File: src/common/rv_pkg.sv
`default_nettype none

package rv_pkg;

  localparam int XLEN     = 32;
  localparam int REG_AW   = 5;
  localparam int NUM_REGS = 32;

  typedef enum logic [6:0] {
    OP     = 7'b0110011,
    OP_IMM = 7'b0010011,
    LOAD   = 7'b0000011,
    STORE  = 7'b0100011,
    BRANCH = 7'b1100011
  } opcode_e;

  typedef enum logic [2:0] {
    ALU_ADD,
    ALU_SUB,
    ALU_AND,
    ALU_OR,
    ALU_XOR,
    ALU_SLT
  } alu_op_e;

  localparam logic [2:0] F3_BEQ = 3'b000;
  localparam logic [2:0] F3_BNE = 3'b001;

  typedef struct packed {
    logic [6:0]        funct7;
    logic [REG_AW-1:0] rs2;
    logic [REG_AW-1:0] rs1;
    logic [2:0]        funct3;
    logic [REG_AW-1:0] rd;
    opcode_e           opcode;
  } r_type_t;

  typedef struct packed {
    logic [11:0]       imm;
    logic [REG_AW-1:0] rs1;
    logic [2:0]        funct3;
    logic [REG_AW-1:0] rd;
    opcode_e           opcode;
  } i_type_t;

  typedef struct packed {
    logic [6:0]        imm_hi;
    logic [REG_AW-1:0] rs2;
    logic [REG_AW-1:0] rs1;
    logic [2:0]        funct3;
    logic [4:0]        imm_lo;
    opcode_e           opcode;
  } s_type_t;

  // Branch offset bits are scattered, bit 0 is implied zero
  typedef struct packed {
    logic              imm12;
    logic [5:0]        imm10_5;
    logic [REG_AW-1:0] rs2;
    logic [REG_AW-1:0] rs1;
    logic [2:0]        funct3;
    logic [3:0]        imm4_1;
    logic              imm11;
    opcode_e           opcode;
  } b_type_t;

  typedef union packed {
    r_type_t r;
    i_type_t i;
    s_type_t s;
    b_type_t b;
  } instr_u;

endpackage

`default_nettype wire

File: src/common/rv_stage_if.sv
`timescale 1ns/1ps
`default_nettype none

interface fetch_dec_if #(
  parameter int ADDR_WIDTH = 16
);
  logic                    valid;
  logic [ADDR_WIDTH-1:0]   pc;
  logic [rv_pkg::XLEN-1:0] instr;
  logic                    stall;

  modport producer (output valid, pc, instr, input stall);
  modport consumer (input valid, pc, instr, output stall);
endinterface

interface dec_alu_if #(
  parameter int ADDR_WIDTH = 16
);
  logic                      valid;
  logic [ADDR_WIDTH-1:0]     pc;
  rv_pkg::alu_op_e           alu_op;
  logic [rv_pkg::XLEN-1:0]   op_a;
  logic [rv_pkg::XLEN-1:0]   op_b;
  logic [rv_pkg::XLEN-1:0]   store_data;
  logic [rv_pkg::REG_AW-1:0] rd;
  logic                      wr_en;
  logic                      is_load;
  logic                      is_store;
  logic                      is_branch;
  logic                      branch_ne;
  logic [ADDR_WIDTH-1:0]     branch_offset;
  logic                      stall;

  modport producer (output valid, pc, alu_op, op_a, op_b, store_data, rd, wr_en, is_load,
                    is_store, is_branch, branch_ne, branch_offset, input stall);
  modport consumer (input valid, pc, alu_op, op_a, op_b, store_data, rd, wr_en, is_load,
                    is_store, is_branch, branch_ne, branch_offset, output stall);
  modport monitor (input valid, rd, wr_en);
endinterface

interface alu_mem_if;
  logic                      valid;
  logic [rv_pkg::XLEN-1:0]   result;
  logic [rv_pkg::XLEN-1:0]   store_data;
  logic [rv_pkg::REG_AW-1:0] rd;
  logic                      wr_en;
  logic                      is_load;
  logic                      is_store;
  logic                      stall;

  modport producer (output valid, result, store_data, rd, wr_en, is_load, is_store,
                    input stall);
  modport consumer (input valid, result, store_data, rd, wr_en, is_load, is_store,
                    output stall);
  modport monitor (input valid, rd, wr_en);
endinterface

`default_nettype wire

File: src/decode/decode_stage.sv
`timescale 1ns/1ps
`default_nettype none

module decode_stage #(
  parameter int ADDR_WIDTH = 16
) (
  input  wire                       clk_i,
  input  wire                       rst_i,
  input  wire                       redirect_i,
  input  wire  [rv_pkg::XLEN-1:0]   rs1_data_i,
  input  wire  [rv_pkg::XLEN-1:0]   rs2_data_i,
  output logic [rv_pkg::REG_AW-1:0] rs1_idx_o,
  output logic [rv_pkg::REG_AW-1:0] rs2_idx_o,
  fetch_dec_if.consumer             fetch_i,
  dec_alu_if.producer               alu_o,
  dec_alu_if.monitor                alu_mon_i,
  alu_mem_if.monitor                mem_mon_i
);

  rv_pkg::instr_u          ins;
  rv_pkg::opcode_e         opc;
  rv_pkg::alu_op_e         alu_op;
  logic [rv_pkg::XLEN-1:0] imm_i;
  logic [rv_pkg::XLEN-1:0] imm_s;
  logic [rv_pkg::XLEN-1:0] imm_b;
  logic [rv_pkg::XLEN-1:0] op_b;
  logic                    uses_rs2;
  logic                    wr_en;
  logic                    is_branch;
  logic                    hazard;

  assign ins       = fetch_i.instr;
  assign opc       = ins.r.opcode;
  assign rs1_idx_o = ins.r.rs1;
  assign rs2_idx_o = ins.r.rs2;

  assign imm_i = {{20{ins.i.imm[11]}}, ins.i.imm};
  assign imm_s = {{20{ins.s.imm_hi[6]}}, ins.s.imm_hi, ins.s.imm_lo};
  assign imm_b = {{19{ins.b.imm12}}, ins.b.imm12, ins.b.imm11, ins.b.imm10_5,
                  ins.b.imm4_1, 1'b0};

  assign is_branch = (opc == rv_pkg::BRANCH) &&
                     (ins.b.funct3 == rv_pkg::F3_BEQ || ins.b.funct3 == rv_pkg::F3_BNE);
  assign uses_rs2  = opc inside {rv_pkg::OP, rv_pkg::STORE, rv_pkg::BRANCH};
  assign wr_en     = (opc inside {rv_pkg::OP, rv_pkg::OP_IMM, rv_pkg::LOAD}) &&
                     (ins.r.rd != '0);
  assign op_b      = (opc == rv_pkg::OP || opc == rv_pkg::BRANCH) ? rs2_data_i :
                     (opc == rv_pkg::STORE) ? imm_s : imm_i;

  always_comb begin
    alu_op = rv_pkg::ALU_ADD;
    if (opc == rv_pkg::OP || opc == rv_pkg::OP_IMM) begin
      case (ins.r.funct3)
        3'b000: begin
          if (opc == rv_pkg::OP && ins.r.funct7[5]) begin
            alu_op = rv_pkg::ALU_SUB;
          end
        end
        3'b010: alu_op = rv_pkg::ALU_SLT;
        3'b100: alu_op = rv_pkg::ALU_XOR;
        3'b110: alu_op = rv_pkg::ALU_OR;
        3'b111: alu_op = rv_pkg::ALU_AND;
        default: alu_op = rv_pkg::ALU_ADD;
      endcase
    end
  end

  // Wait while an older instruction in ALU or memory still owes a source register
  assign hazard = fetch_i.valid && (
      (alu_mon_i.valid && alu_mon_i.wr_en &&
       (alu_mon_i.rd == ins.r.rs1 || (uses_rs2 && alu_mon_i.rd == ins.r.rs2))) ||
      (mem_mon_i.valid && mem_mon_i.wr_en &&
       (mem_mon_i.rd == ins.r.rs1 || (uses_rs2 && mem_mon_i.rd == ins.r.rs2))));

  assign fetch_i.stall = hazard || (fetch_i.valid && alu_o.stall);

  always_ff @(posedge clk_i) begin
    if (!rst_i) begin
      alu_o.valid <= 1'b0;
    end else if (redirect_i) begin
      alu_o.valid <= 1'b0;
    end else if (!alu_o.stall) begin
      alu_o.valid <= fetch_i.valid && !hazard;
    end
  end

  always_ff @(posedge clk_i) begin
    if (!alu_o.stall) begin
      alu_o.pc            <= fetch_i.pc;
      alu_o.alu_op        <= alu_op;
      alu_o.op_a          <= rs1_data_i;
      alu_o.op_b          <= op_b;
      alu_o.store_data    <= rs2_data_i;
      alu_o.rd            <= ins.r.rd;
      alu_o.wr_en         <= wr_en;
      alu_o.is_load       <= opc == rv_pkg::LOAD;
      alu_o.is_store      <= opc == rv_pkg::STORE;
      alu_o.is_branch     <= is_branch;
      alu_o.branch_ne     <= ins.b.funct3 == rv_pkg::F3_BNE;
      alu_o.branch_offset <= imm_b[ADDR_WIDTH-1:0];
    end
  end

  // Held instruction must not change under a stall
  assert property (@(posedge clk_i) disable iff (!rst_i)
    fetch_i.stall && !redirect_i |=>
      fetch_i.valid && $stable(fetch_i.instr) && $stable(fetch_i.pc));

endmodule

`default_nettype wire

File: src/decode/reg_bank.sv
`timescale 1ns/1ps
`default_nettype none

module reg_bank (
  input  wire                       clk_i,
  input  wire                       rst_i,
  input  wire                       wb_en_i,
  input  wire  [rv_pkg::REG_AW-1:0] wb_rd_i,
  input  wire  [rv_pkg::XLEN-1:0]   wb_data_i,
  input  wire  [rv_pkg::REG_AW-1:0] rs1_idx_i,
  input  wire  [rv_pkg::REG_AW-1:0] rs2_idx_i,
  output logic [rv_pkg::XLEN-1:0]   rs1_data_o,
  output logic [rv_pkg::XLEN-1:0]   rs2_data_o
);

  // No storage behind x0
  logic [rv_pkg::XLEN-1:0] regs [1:rv_pkg::NUM_REGS-1];

  always_ff @(posedge clk_i) begin
    if (rst_i && wb_en_i && wb_rd_i != '0) begin
      regs[wb_rd_i] <= wb_data_i;
    end
  end

  // Same-cycle write shows up on the read side
  assign rs1_data_o = (rs1_idx_i == '0) ? '0 :
                      (wb_en_i && wb_rd_i == rs1_idx_i) ? wb_data_i : regs[rs1_idx_i];
  assign rs2_data_o = (rs2_idx_i == '0) ? '0 :
                      (wb_en_i && wb_rd_i == rs2_idx_i) ? wb_data_i : regs[rs2_idx_i];

endmodule

`default_nettype wire

File: src/fetch/fetch_stage.sv
`timescale 1ns/1ps
`default_nettype none

module fetch_stage #(
  parameter int                    ADDR_WIDTH = 16,
  parameter logic [ADDR_WIDTH-1:0] RESET_PC   = '0
) (
  input  wire                     clk_i,
  input  wire                     rst_i,
  input  wire                     mem_busy_i,
  input  wire                     redirect_i,
  input  wire  [ADDR_WIDTH-1:0]   target_i,
  input  wire                     resp_valid_i,
  input  wire  [rv_pkg::XLEN-1:0] resp_instr_i,
  output logic                    req_o,
  output logic                    pending_o,
  output logic [ADDR_WIDTH-1:0]   req_addr_o,
  fetch_dec_if.producer           dec_o
);

  logic [ADDR_WIDTH-1:0] pc_q;
  logic [ADDR_WIDTH-1:0] req_addr_q;
  logic                  pending_q;
  logic                  discard_q;
  logic                  start;
  logic                  take;

  // Only start when the output slot is free, so a response always has a place
  assign start = !pending_q && !mem_busy_i && !redirect_i && !(dec_o.valid && dec_o.stall);
  assign take  = resp_valid_i && !discard_q && !redirect_i;

  always_ff @(posedge clk_i) begin
    if (!rst_i) begin
      pc_q        <= RESET_PC;
      pending_q   <= 1'b0;
      discard_q   <= 1'b0;
      dec_o.valid <= 1'b0;
    end else begin
      if (redirect_i) begin
        pc_q <= target_i;
      end else if (start) begin
        pc_q <= pc_q + ADDR_WIDTH'(4);
      end

      if (start) begin
        pending_q <= 1'b1;
      end else if (resp_valid_i) begin
        pending_q <= 1'b0;
      end

      // Read already on the bus when the branch hit, its word is junk
      if (resp_valid_i) begin
        discard_q <= 1'b0;
      end else if (redirect_i && pending_q) begin
        discard_q <= 1'b1;
      end

      if (redirect_i) begin
        dec_o.valid <= 1'b0;
      end else if (take) begin
        dec_o.valid <= 1'b1;
      end else if (!dec_o.stall) begin
        dec_o.valid <= 1'b0;
      end
    end
  end

  always_ff @(posedge clk_i) begin
    if (start) begin
      req_addr_q <= pc_q;
    end
    if (take) begin
      dec_o.pc    <= req_addr_q;
      dec_o.instr <= resp_instr_i;
    end
  end

  assign req_o      = pending_q;
  assign pending_o  = pending_q;
  assign req_addr_o = req_addr_q;

  assert property (@(posedge clk_i) disable iff (!rst_i)
    pending_q && !resp_valid_i |=> pending_q && $stable(req_addr_o));

endmodule

`default_nettype wire

File: src/verilog/alu_stage.sv
`timescale 1ns/1ps
`default_nettype none

module alu_stage #(
  parameter int ADDR_WIDTH = 16
) (
  input  wire                   clk_i,
  input  wire                   rst_i,
  output logic                  redirect_o,
  output logic [ADDR_WIDTH-1:0] target_o,
  dec_alu_if.consumer           dec_i,
  alu_mem_if.producer           mem_o
);

  logic [rv_pkg::XLEN-1:0] result;
  logic                    taken;

  always_comb begin
    case (dec_i.alu_op)
      rv_pkg::ALU_SUB: result = dec_i.op_a - dec_i.op_b;
      rv_pkg::ALU_AND: result = dec_i.op_a & dec_i.op_b;
      rv_pkg::ALU_OR:  result = dec_i.op_a | dec_i.op_b;
      rv_pkg::ALU_XOR: result = dec_i.op_a ^ dec_i.op_b;
      rv_pkg::ALU_SLT: begin
        result = {{(rv_pkg::XLEN-1){1'b0}}, $signed(dec_i.op_a) < $signed(dec_i.op_b)};
      end
      default:         result = dec_i.op_a + dec_i.op_b;
    endcase
  end

  assign taken = dec_i.is_branch && ((dec_i.op_a == dec_i.op_b) != dec_i.branch_ne);

  // Fires once, on the edge the branch leaves this stage
  assign redirect_o = dec_i.valid && taken && !mem_o.stall;
  assign target_o   = dec_i.pc + dec_i.branch_offset;

  // A bubble in front of a blocked memory stage can still be overwritten
  assign dec_i.stall = dec_i.valid && mem_o.stall;

  always_ff @(posedge clk_i) begin
    if (!rst_i) begin
      mem_o.valid <= 1'b0;
    end else if (!mem_o.stall) begin
      mem_o.valid <= dec_i.valid && !dec_i.is_branch;
    end
  end

  always_ff @(posedge clk_i) begin
    if (!mem_o.stall) begin
      mem_o.result     <= result;
      mem_o.store_data <= dec_i.store_data;
      mem_o.rd         <= dec_i.rd;
      mem_o.wr_en      <= dec_i.wr_en;
      mem_o.is_load    <= dec_i.is_load;
      mem_o.is_store   <= dec_i.is_store;
    end
  end

endmodule

`default_nettype wire

File: src/verilog/mem_stage.sv
`timescale 1ns/1ps
`default_nettype none

module mem_stage #(
  parameter int ADDR_WIDTH = 16
) (
  input  wire                       clk_i,
  input  wire                       rst_i,
  input  wire                       fetch_pending_i,
  input  wire                       resp_valid_i,
  input  wire                       resp_is_instr_i,
  input  wire  [rv_pkg::XLEN-1:0]   resp_data_i,
  output logic                      rd_req_o,
  output logic                      wr_req_o,
  output logic                      busy_o,
  output logic [ADDR_WIDTH-1:0]     req_addr_o,
  output logic [rv_pkg::XLEN-1:0]   wr_data_o,
  output logic                      wb_en_o,
  output logic [rv_pkg::REG_AW-1:0] wb_rd_o,
  output logic [rv_pkg::XLEN-1:0]   wb_data_o,
  alu_mem_if.consumer               alu_i
);

  logic done;

  assign busy_o = alu_i.valid && (alu_i.is_load || alu_i.is_store);

  // Wait for the port while fetch has a read in flight
  assign rd_req_o   = busy_o && alu_i.is_load && !fetch_pending_i;
  assign wr_req_o   = busy_o && alu_i.is_store && !fetch_pending_i;
  assign req_addr_o = alu_i.result[ADDR_WIDTH-1:0];
  assign wr_data_o  = alu_i.store_data;

  assign done        = resp_valid_i && !resp_is_instr_i;
  assign alu_i.stall = busy_o && !done;

  always_ff @(posedge clk_i) begin
    if (!rst_i) begin
      wb_en_o <= 1'b0;
    end else begin
      wb_en_o <= alu_i.valid && alu_i.wr_en && !alu_i.stall;
    end
  end

  always_ff @(posedge clk_i) begin
    wb_rd_o   <= alu_i.rd;
    wb_data_o <= alu_i.is_load ? resp_data_i : alu_i.result;
  end

  assert property (@(posedge clk_i) disable iff (!rst_i) !(rd_req_o && wr_req_o));

endmodule

`default_nettype wire

File: src/verilog/rv_pipe_top.sv
`timescale 1ns/1ps
`default_nettype none

module rv_pipe_top #(
  parameter int                    ADDR_WIDTH = 16,
  parameter logic [ADDR_WIDTH-1:0] RESET_PC   = '0
) (
  input  wire                     clk_i,
  input  wire                     rst_i,
  input  wire                     mem_data_valid_i,
  input  wire                     mem_data_is_instr_i,
  input  wire  [rv_pkg::XLEN-1:0] mem_data_i,
  output logic                    rd_req_valid_o,
  output logic                    wr_req_valid_o,
  output logic                    req_is_instr_o,
  output logic [ADDR_WIDTH-1:0]   req_address_o,
  output logic [rv_pkg::XLEN-1:0] wr_data_o
);

  logic                      fetch_req;
  logic                      fetch_pending;
  logic [ADDR_WIDTH-1:0]     fetch_addr;
  logic                      mem_busy;
  logic                      mem_rd_req;
  logic                      mem_wr_req;
  logic [ADDR_WIDTH-1:0]     mem_addr;
  logic                      redirect;
  logic [ADDR_WIDTH-1:0]     target;
  logic [rv_pkg::REG_AW-1:0] rs1_idx;
  logic [rv_pkg::REG_AW-1:0] rs2_idx;
  logic [rv_pkg::XLEN-1:0]   rs1_data;
  logic [rv_pkg::XLEN-1:0]   rs2_data;
  logic                      wb_en;
  logic [rv_pkg::REG_AW-1:0] wb_rd;
  logic [rv_pkg::XLEN-1:0]   wb_data;

  fetch_dec_if #(.ADDR_WIDTH(ADDR_WIDTH)) fetch_dec ();
  dec_alu_if #(.ADDR_WIDTH(ADDR_WIDTH)) dec_alu ();
  alu_mem_if alu_mem ();

  fetch_stage #(
    .ADDR_WIDTH   (ADDR_WIDTH),
    .RESET_PC     (RESET_PC)
  ) fetch_stage (
    .clk_i        (clk_i),
    .rst_i        (rst_i),
    .mem_busy_i   (mem_busy),
    .redirect_i   (redirect),
    .target_i     (target),
    .resp_valid_i (mem_data_valid_i & mem_data_is_instr_i),
    .resp_instr_i (mem_data_i),
    .req_o        (fetch_req),
    .pending_o    (fetch_pending),
    .req_addr_o   (fetch_addr),
    .dec_o        (fetch_dec)
  );

  decode_stage #(
    .ADDR_WIDTH (ADDR_WIDTH)
  ) decode_stage (
    .clk_i      (clk_i),
    .rst_i      (rst_i),
    .redirect_i (redirect),
    .rs1_data_i (rs1_data),
    .rs2_data_i (rs2_data),
    .rs1_idx_o  (rs1_idx),
    .rs2_idx_o  (rs2_idx),
    .fetch_i    (fetch_dec),
    .alu_o      (dec_alu),
    .alu_mon_i  (dec_alu),
    .mem_mon_i  (alu_mem)
  );

  reg_bank reg_bank (
    .clk_i      (clk_i),
    .rst_i      (rst_i),
    .wb_en_i    (wb_en),
    .wb_rd_i    (wb_rd),
    .wb_data_i  (wb_data),
    .rs1_idx_i  (rs1_idx),
    .rs2_idx_i  (rs2_idx),
    .rs1_data_o (rs1_data),
    .rs2_data_o (rs2_data)
  );

  alu_stage #(
    .ADDR_WIDTH (ADDR_WIDTH)
  ) alu_stage (
    .clk_i      (clk_i),
    .rst_i      (rst_i),
    .redirect_o (redirect),
    .target_o   (target),
    .dec_i      (dec_alu),
    .mem_o      (alu_mem)
  );

  mem_stage #(
    .ADDR_WIDTH      (ADDR_WIDTH)
  ) mem_stage (
    .clk_i           (clk_i),
    .rst_i           (rst_i),
    .fetch_pending_i (fetch_pending),
    .resp_valid_i    (mem_data_valid_i),
    .resp_is_instr_i (mem_data_is_instr_i),
    .resp_data_i     (mem_data_i),
    .rd_req_o        (mem_rd_req),
    .wr_req_o        (mem_wr_req),
    .busy_o          (mem_busy),
    .req_addr_o      (mem_addr),
    .wr_data_o       (wr_data_o),
    .wb_en_o         (wb_en),
    .wb_rd_o         (wb_rd),
    .wb_data_o       (wb_data),
    .alu_i           (alu_mem)
  );

  // Shared port goes to fetch for as long as its read is outstanding
  assign rd_req_valid_o = fetch_pending ? fetch_req : mem_rd_req;
  assign wr_req_valid_o = fetch_pending ? 1'b0 : mem_wr_req;
  assign req_is_instr_o = fetch_pending;
  assign req_address_o  = fetch_pending ? fetch_addr : mem_addr;

endmodule

`default_nettype wire
File: config.mk
export PLATFORM = sky130hd
export DESIGN_NAME = rv_pipe_top
export DESIGN_NICKNAME = d
export VERILOG_FILES = /design/src/common/rv_pkg.sv /design/src/common/rv_stage_if.sv /design/src/decode/decode_stage.sv /design/src/decode/reg_bank.sv /design/src/fetch/fetch_stage.sv /design/src/verilog/alu_stage.sv /design/src/verilog/mem_stage.sv /design/src/verilog/rv_pipe_top.sv
export SDC_FILE = /design/constraint.sdc
export NUM_CORES = 2
export LEC_CHECK = 0
export BUFFER_PORTS_ARGS = -buffer_cell sky130_fd_sc_hd__buf_4
export CAP_MARGIN = 20
export CELL_PAD_IN_SITES_DETAIL_PLACEMENT = 1
export CELL_PAD_IN_SITES_GLOBAL_PLACEMENT = 2
export CORE_MARGIN = 4
export CORE_UTILIZATION = 25
export CTS_BUF_LIST = sky130_fd_sc_hd__clkbuf_4 sky130_fd_sc_hd__clkbuf_8 sky130_fd_sc_hd__clkbuf_16
export DETAILED_ROUTE_END_ITERATION = 6
export HOLD_SLACK_MARGIN = 0.05
export PLACE_DENSITY = 0.54
export SYNTH_ARGS = -nofsm -noshare
export SYNTH_HDL_FRONTEND = slang
export SYNTH_HIERARCHICAL = 1
export SYNTH_SLANG_ARGS = --single-unit
File: constraint.sdc
create_clock -name clk_i -period 10.1 [get_ports clk_i]
set_input_delay 0.505 -clock clk_i [delete_from_list [all_inputs] [get_ports clk_i]]
set_output_delay 0.505 -clock clk_i [all_outputs]
set_load 0.01 [all_outputs]
==> flow_summary_export.csv <==
group,metric,value,unit
detailed_routing,drc_errors,0,
timing,worst_hold_slack,0.1292,ns
floorplan,start_util,25.18,%
logic_synthesis,yosysWarningCount,6,
logic_synthesis,synth_common_cells,"edfxtp_1, mux2i_1, mux4_2",
timing,tightest_slew,1.269,ns
logic_synthesis,ys_async_sr_fraction,0,%
logic_synthesis,ys_seq_elements,1319,
clocking,clk_latency,0.83,ns
layout,nFillCells,27500,
logic_synthesis,yosysTopAreaCell,"edfxtp_1",
setup_path,endpoint_kind,"flop",
setup_path,crit_chain,"inv_1 > ha_1 > nor3_1 > nand2_1 > nor4_1 > buf_4 > xnor2_1 > nor3_2 > buf_4 > nor3b_2 > buf_4",
grt,antenna_found_initial,25,
floorplan,fp.dieH,519.9,um
grt,grt_use_met1,26.04,%
floorplan,die_width,519.9,um
grt,met3_usage,2.796,%
power,ir_worst_vdd,0.0001594,V
setup_path,critPathTopFamily,"simple AND/OR/NAND/NOR gates",
flow_run,cap_violations,0,
setup_path,crit_buf_inv,4,
logic_synthesis,post-synth-top-count-cell,"edfxtp_1",
detailed_routing,wl,262200,um
layout,drive_above_1_share,21.18,%
placement,gp_congestion,0.8144,
power,p_leak,25.90,nW
logic_synthesis,synth_edf_count,1260,
logic_synthesis,synthTopCellsByArea,"edfxtp_1, mux4_2, mux2i_1",
logic_synthesis,seq_area_frac_synth,59.56,%
layout,final_cells,8142,
power,seqPwrFrac,46.8,%
detailed_routing,post_drt_via_cell_ratio,5.227,
timing,finClkSkew,0.03503,ns
setup_path,crit_fanout,49,
hold_path,hold_class,"input pin to flop",
setup_path,critPathRequiredTime,10.53,ns
power,powerDensity,184.2,nW/um^2
setup_path,cp_slowest_cell,"buf_4",
logic_synthesis,syn_nets,4588,
logic_synthesis,synth_area_per_cell,14.76,sq um
logic_synthesis,synth_area,65510,sq um
clocking,root_buffer,"clkbuf_16",
detailed_routing,first_iter_violations,4147,
setup_path,worstPathArrival,5.05,ns
clocking,htreeDepth,4,
layout,final_area,75880,sq um
grt,overflow,0,
grt,grt_pass1_wl,363000,um
floorplan,num_io_pins,87,
power,total_power,13.98,mW
clocking,tritoncts,"yes",
clocking,cts_buffer_depth,3,
layout,final_nets,4655,
timing,setup_viol,0,
clocking,cts-resized-gates,0,
logic_synthesis,syn_inst,4437,
power,switching_power,3.643,mW
power,intPower,10.34,mW
floorplan,die_area,270300,sq um
power,p_clk_share,41.4,%
floorplan,core-area,260200,sq um
detailed_routing,vias,42560,
setup_path,worstSetupPathType,"flop to flop",
placement,placed_cells,7793,
detailed_routing,drt.antenna.violating_nets,0,
grt,grt_max_degree,101,
placement,placed_area,69950,sq um
layout,areaGrowthSynthToFinish,15.83,%
grt,grt_use_total,18.92,%
timing,max_freq,216.4,MHz
timing,grt_setup_unrepaired,"no",
clocking,clk_pin_slew_worst_paths,0.06,ns
clocking,clkSinkCount,1319,
clocking,cts_buffers,159,
timing,slew_violations,0,
detailed_routing,wire_per_inst,32.21,um
grt,grt_pass1_vias,43600,
status,status,"finished, final reports clean",
placement,portBuffers,86,
setup_path,setup.worst_path.start_class,"flop",
logic_synthesis,synthFlopType,"edfxtp_1",
setup_path,cp_common_cell,"buf_4",
logic_synthesis,synthDistinctLibCells,106,
timing,slew_headroom,14.27,%
timing,finalCritPeriodShare,45.75,%
timing,finalHoldViolations,0,
power,combPwrFrac,11.8,%
setup_path,slowest_delay,0.72,ns
grt,grt_util_met2,30.98,%
timing,setup_tns,0,ns
placement,dp_hpwl,159800,um
power,swShare,26.06,%
timing,finalCriticalPeriod,4.621,ns
floorplan,core.rowCount,187,
logic_synthesis,netlist.area_leader.share,57.76,%
detailed_routing,drtPass1Iterations,5,
grt,busiest_layer,"met2",
flip-flops by register name (all words and copies together) (netlist names), 8 cells and up:
| name | count |
|---|---|
| reg_bank/regs | 992 |
| alu_stage/mem_o.result | 32 |
| alu_stage/mem_o.store_data | 32 |
| decode_stage/alu_o.op_a | 32 |
| decode_stage/alu_o.op_b | 32 |
| decode_stage/alu_o.store_data | 32 |
| fetch_stage/dec_o.instr | 32 |
| mem_stage/wb_data_o | 32 |
| decode_stage/alu_o.pc | 16 |
| fetch_stage/dec_o.pc | 16 |
| fetch_stage/pc_q | 16 |
| fetch_stage/req_addr_o | 16 |
| decode_stage/alu_o.branch_offset | 8 |
metal layers:
layer | vias up | routed length (um)
met5 | - | 13
met4 | 2 | 7132
met3 | 323 | 14720
met2 | 1393 | 123800
met1 | 22980 | 116600
li1 | 17860 | -
power groups by stage:
stage	Sequential [mW]	Combinational, mW	Clock [mW]
final	6.54	1.65	5.79
after global routing	6.55	1.75	6.18
after CTS	6.63	1.50	5.94
after detailed placement	6.74	1.48	0
after global placement	6.76	1.43	0
after floorplan	6.68	0.813	0
placed cells by master, fill, tap and decap left out, types with 86 or more instances in the layout:
| cell type | instances |
|---|---|
| clkbuf_16 | 164 |
| nor2_1 | 178 |
| o21ai_0 | 108 |
| inv_1 | 119 |
| mux4_2 | 284 |
| mux2i_1 | 422 |
| nand2_1 | 204 |
| ha_1 | 112 |
| a21oi_1 | 193 |
| buf_4 | 220 |
| o22ai_1 | 89 |
| a211oi_1 | 86 |
| edfxtp_1 | 1260 |
worst min-delay path, cell delays in order:
cell      delay [ns]
buf_4           0.08
nor2b_1         0.07
o2111a_1        0.24
repair_timing:
| item | 4_1_cts | 5_1_grt |
|---|---|---|
| hold buffers | 33 | 0 |
| hold endpoints to repair | 71 | 0 |
| setup buffers | 0 | 0 |
cell type report:
cell class | instances | area [sq um] | share of cell area, %
antenna | 5 | 12.51 | 0.01649
clock buffer | 212 | 4527 | 5.966
clock inverter | 86 | 735.7 | 0.9696
inverter | 131 | 498.0 | 0.6563
multi-input combinational | 2617 | 24200 | 31.89
sequential | 1319 | 39020 | 51.42
tap | 3496 | 4374 | 5.765
timing repair buffer | 276 | 2520 | 3.321
worst paths after layout:
kind                                                             from                                    end  depth (start not counted)  slack (ns)
worst min-delay path                              mem_data_is_instr_i           mem_stage/wb_en_o$_SDFF_PN0_                          3        0.13
worst max-delay path            decode_stage/alu_o.op_b[26]$_DFFE_PN_  fetch_stage/dec_o.instr[17]$_DFFE_PP_                         11        5.48
worst max register to register  decode_stage/alu_o.op_b[26]$_DFFE_PN_  fetch_stage/dec_o.instr[17]$_DFFE_PP_                         11        5.48
worst min register to register     fetch_stage/dec_o.pc[13]$_DFFE_PP_    decode_stage/alu_o.pc[13]$_DFFE_PN_                          0        0.42
cell families after synthesis:
| kind of cell | synth area share, % |
|---|---|
| compound gates | 10.43 |
| other cells | 0.005724 |
| fa+ha+maj | 2.231 |
| xor+xnor | 0.9626 |
| mux | 17.82 |
| flops | 59.56 |
| buf+inv | 4.095 |
| simple gates | 4.891 |
metrics by stage:
stage / worst slack (ns) / utilization, %
after floorplan: 3.735 / -
after global placement: 5.349 / 26.84
after detailed placement: 5.479 / 26.89
after CTS: 5.427 / 29.04
after global routing: 5.251 / 29.16
final: 5.479 / 29.16
Note: power is estimated with default switching activity, not from simulation.
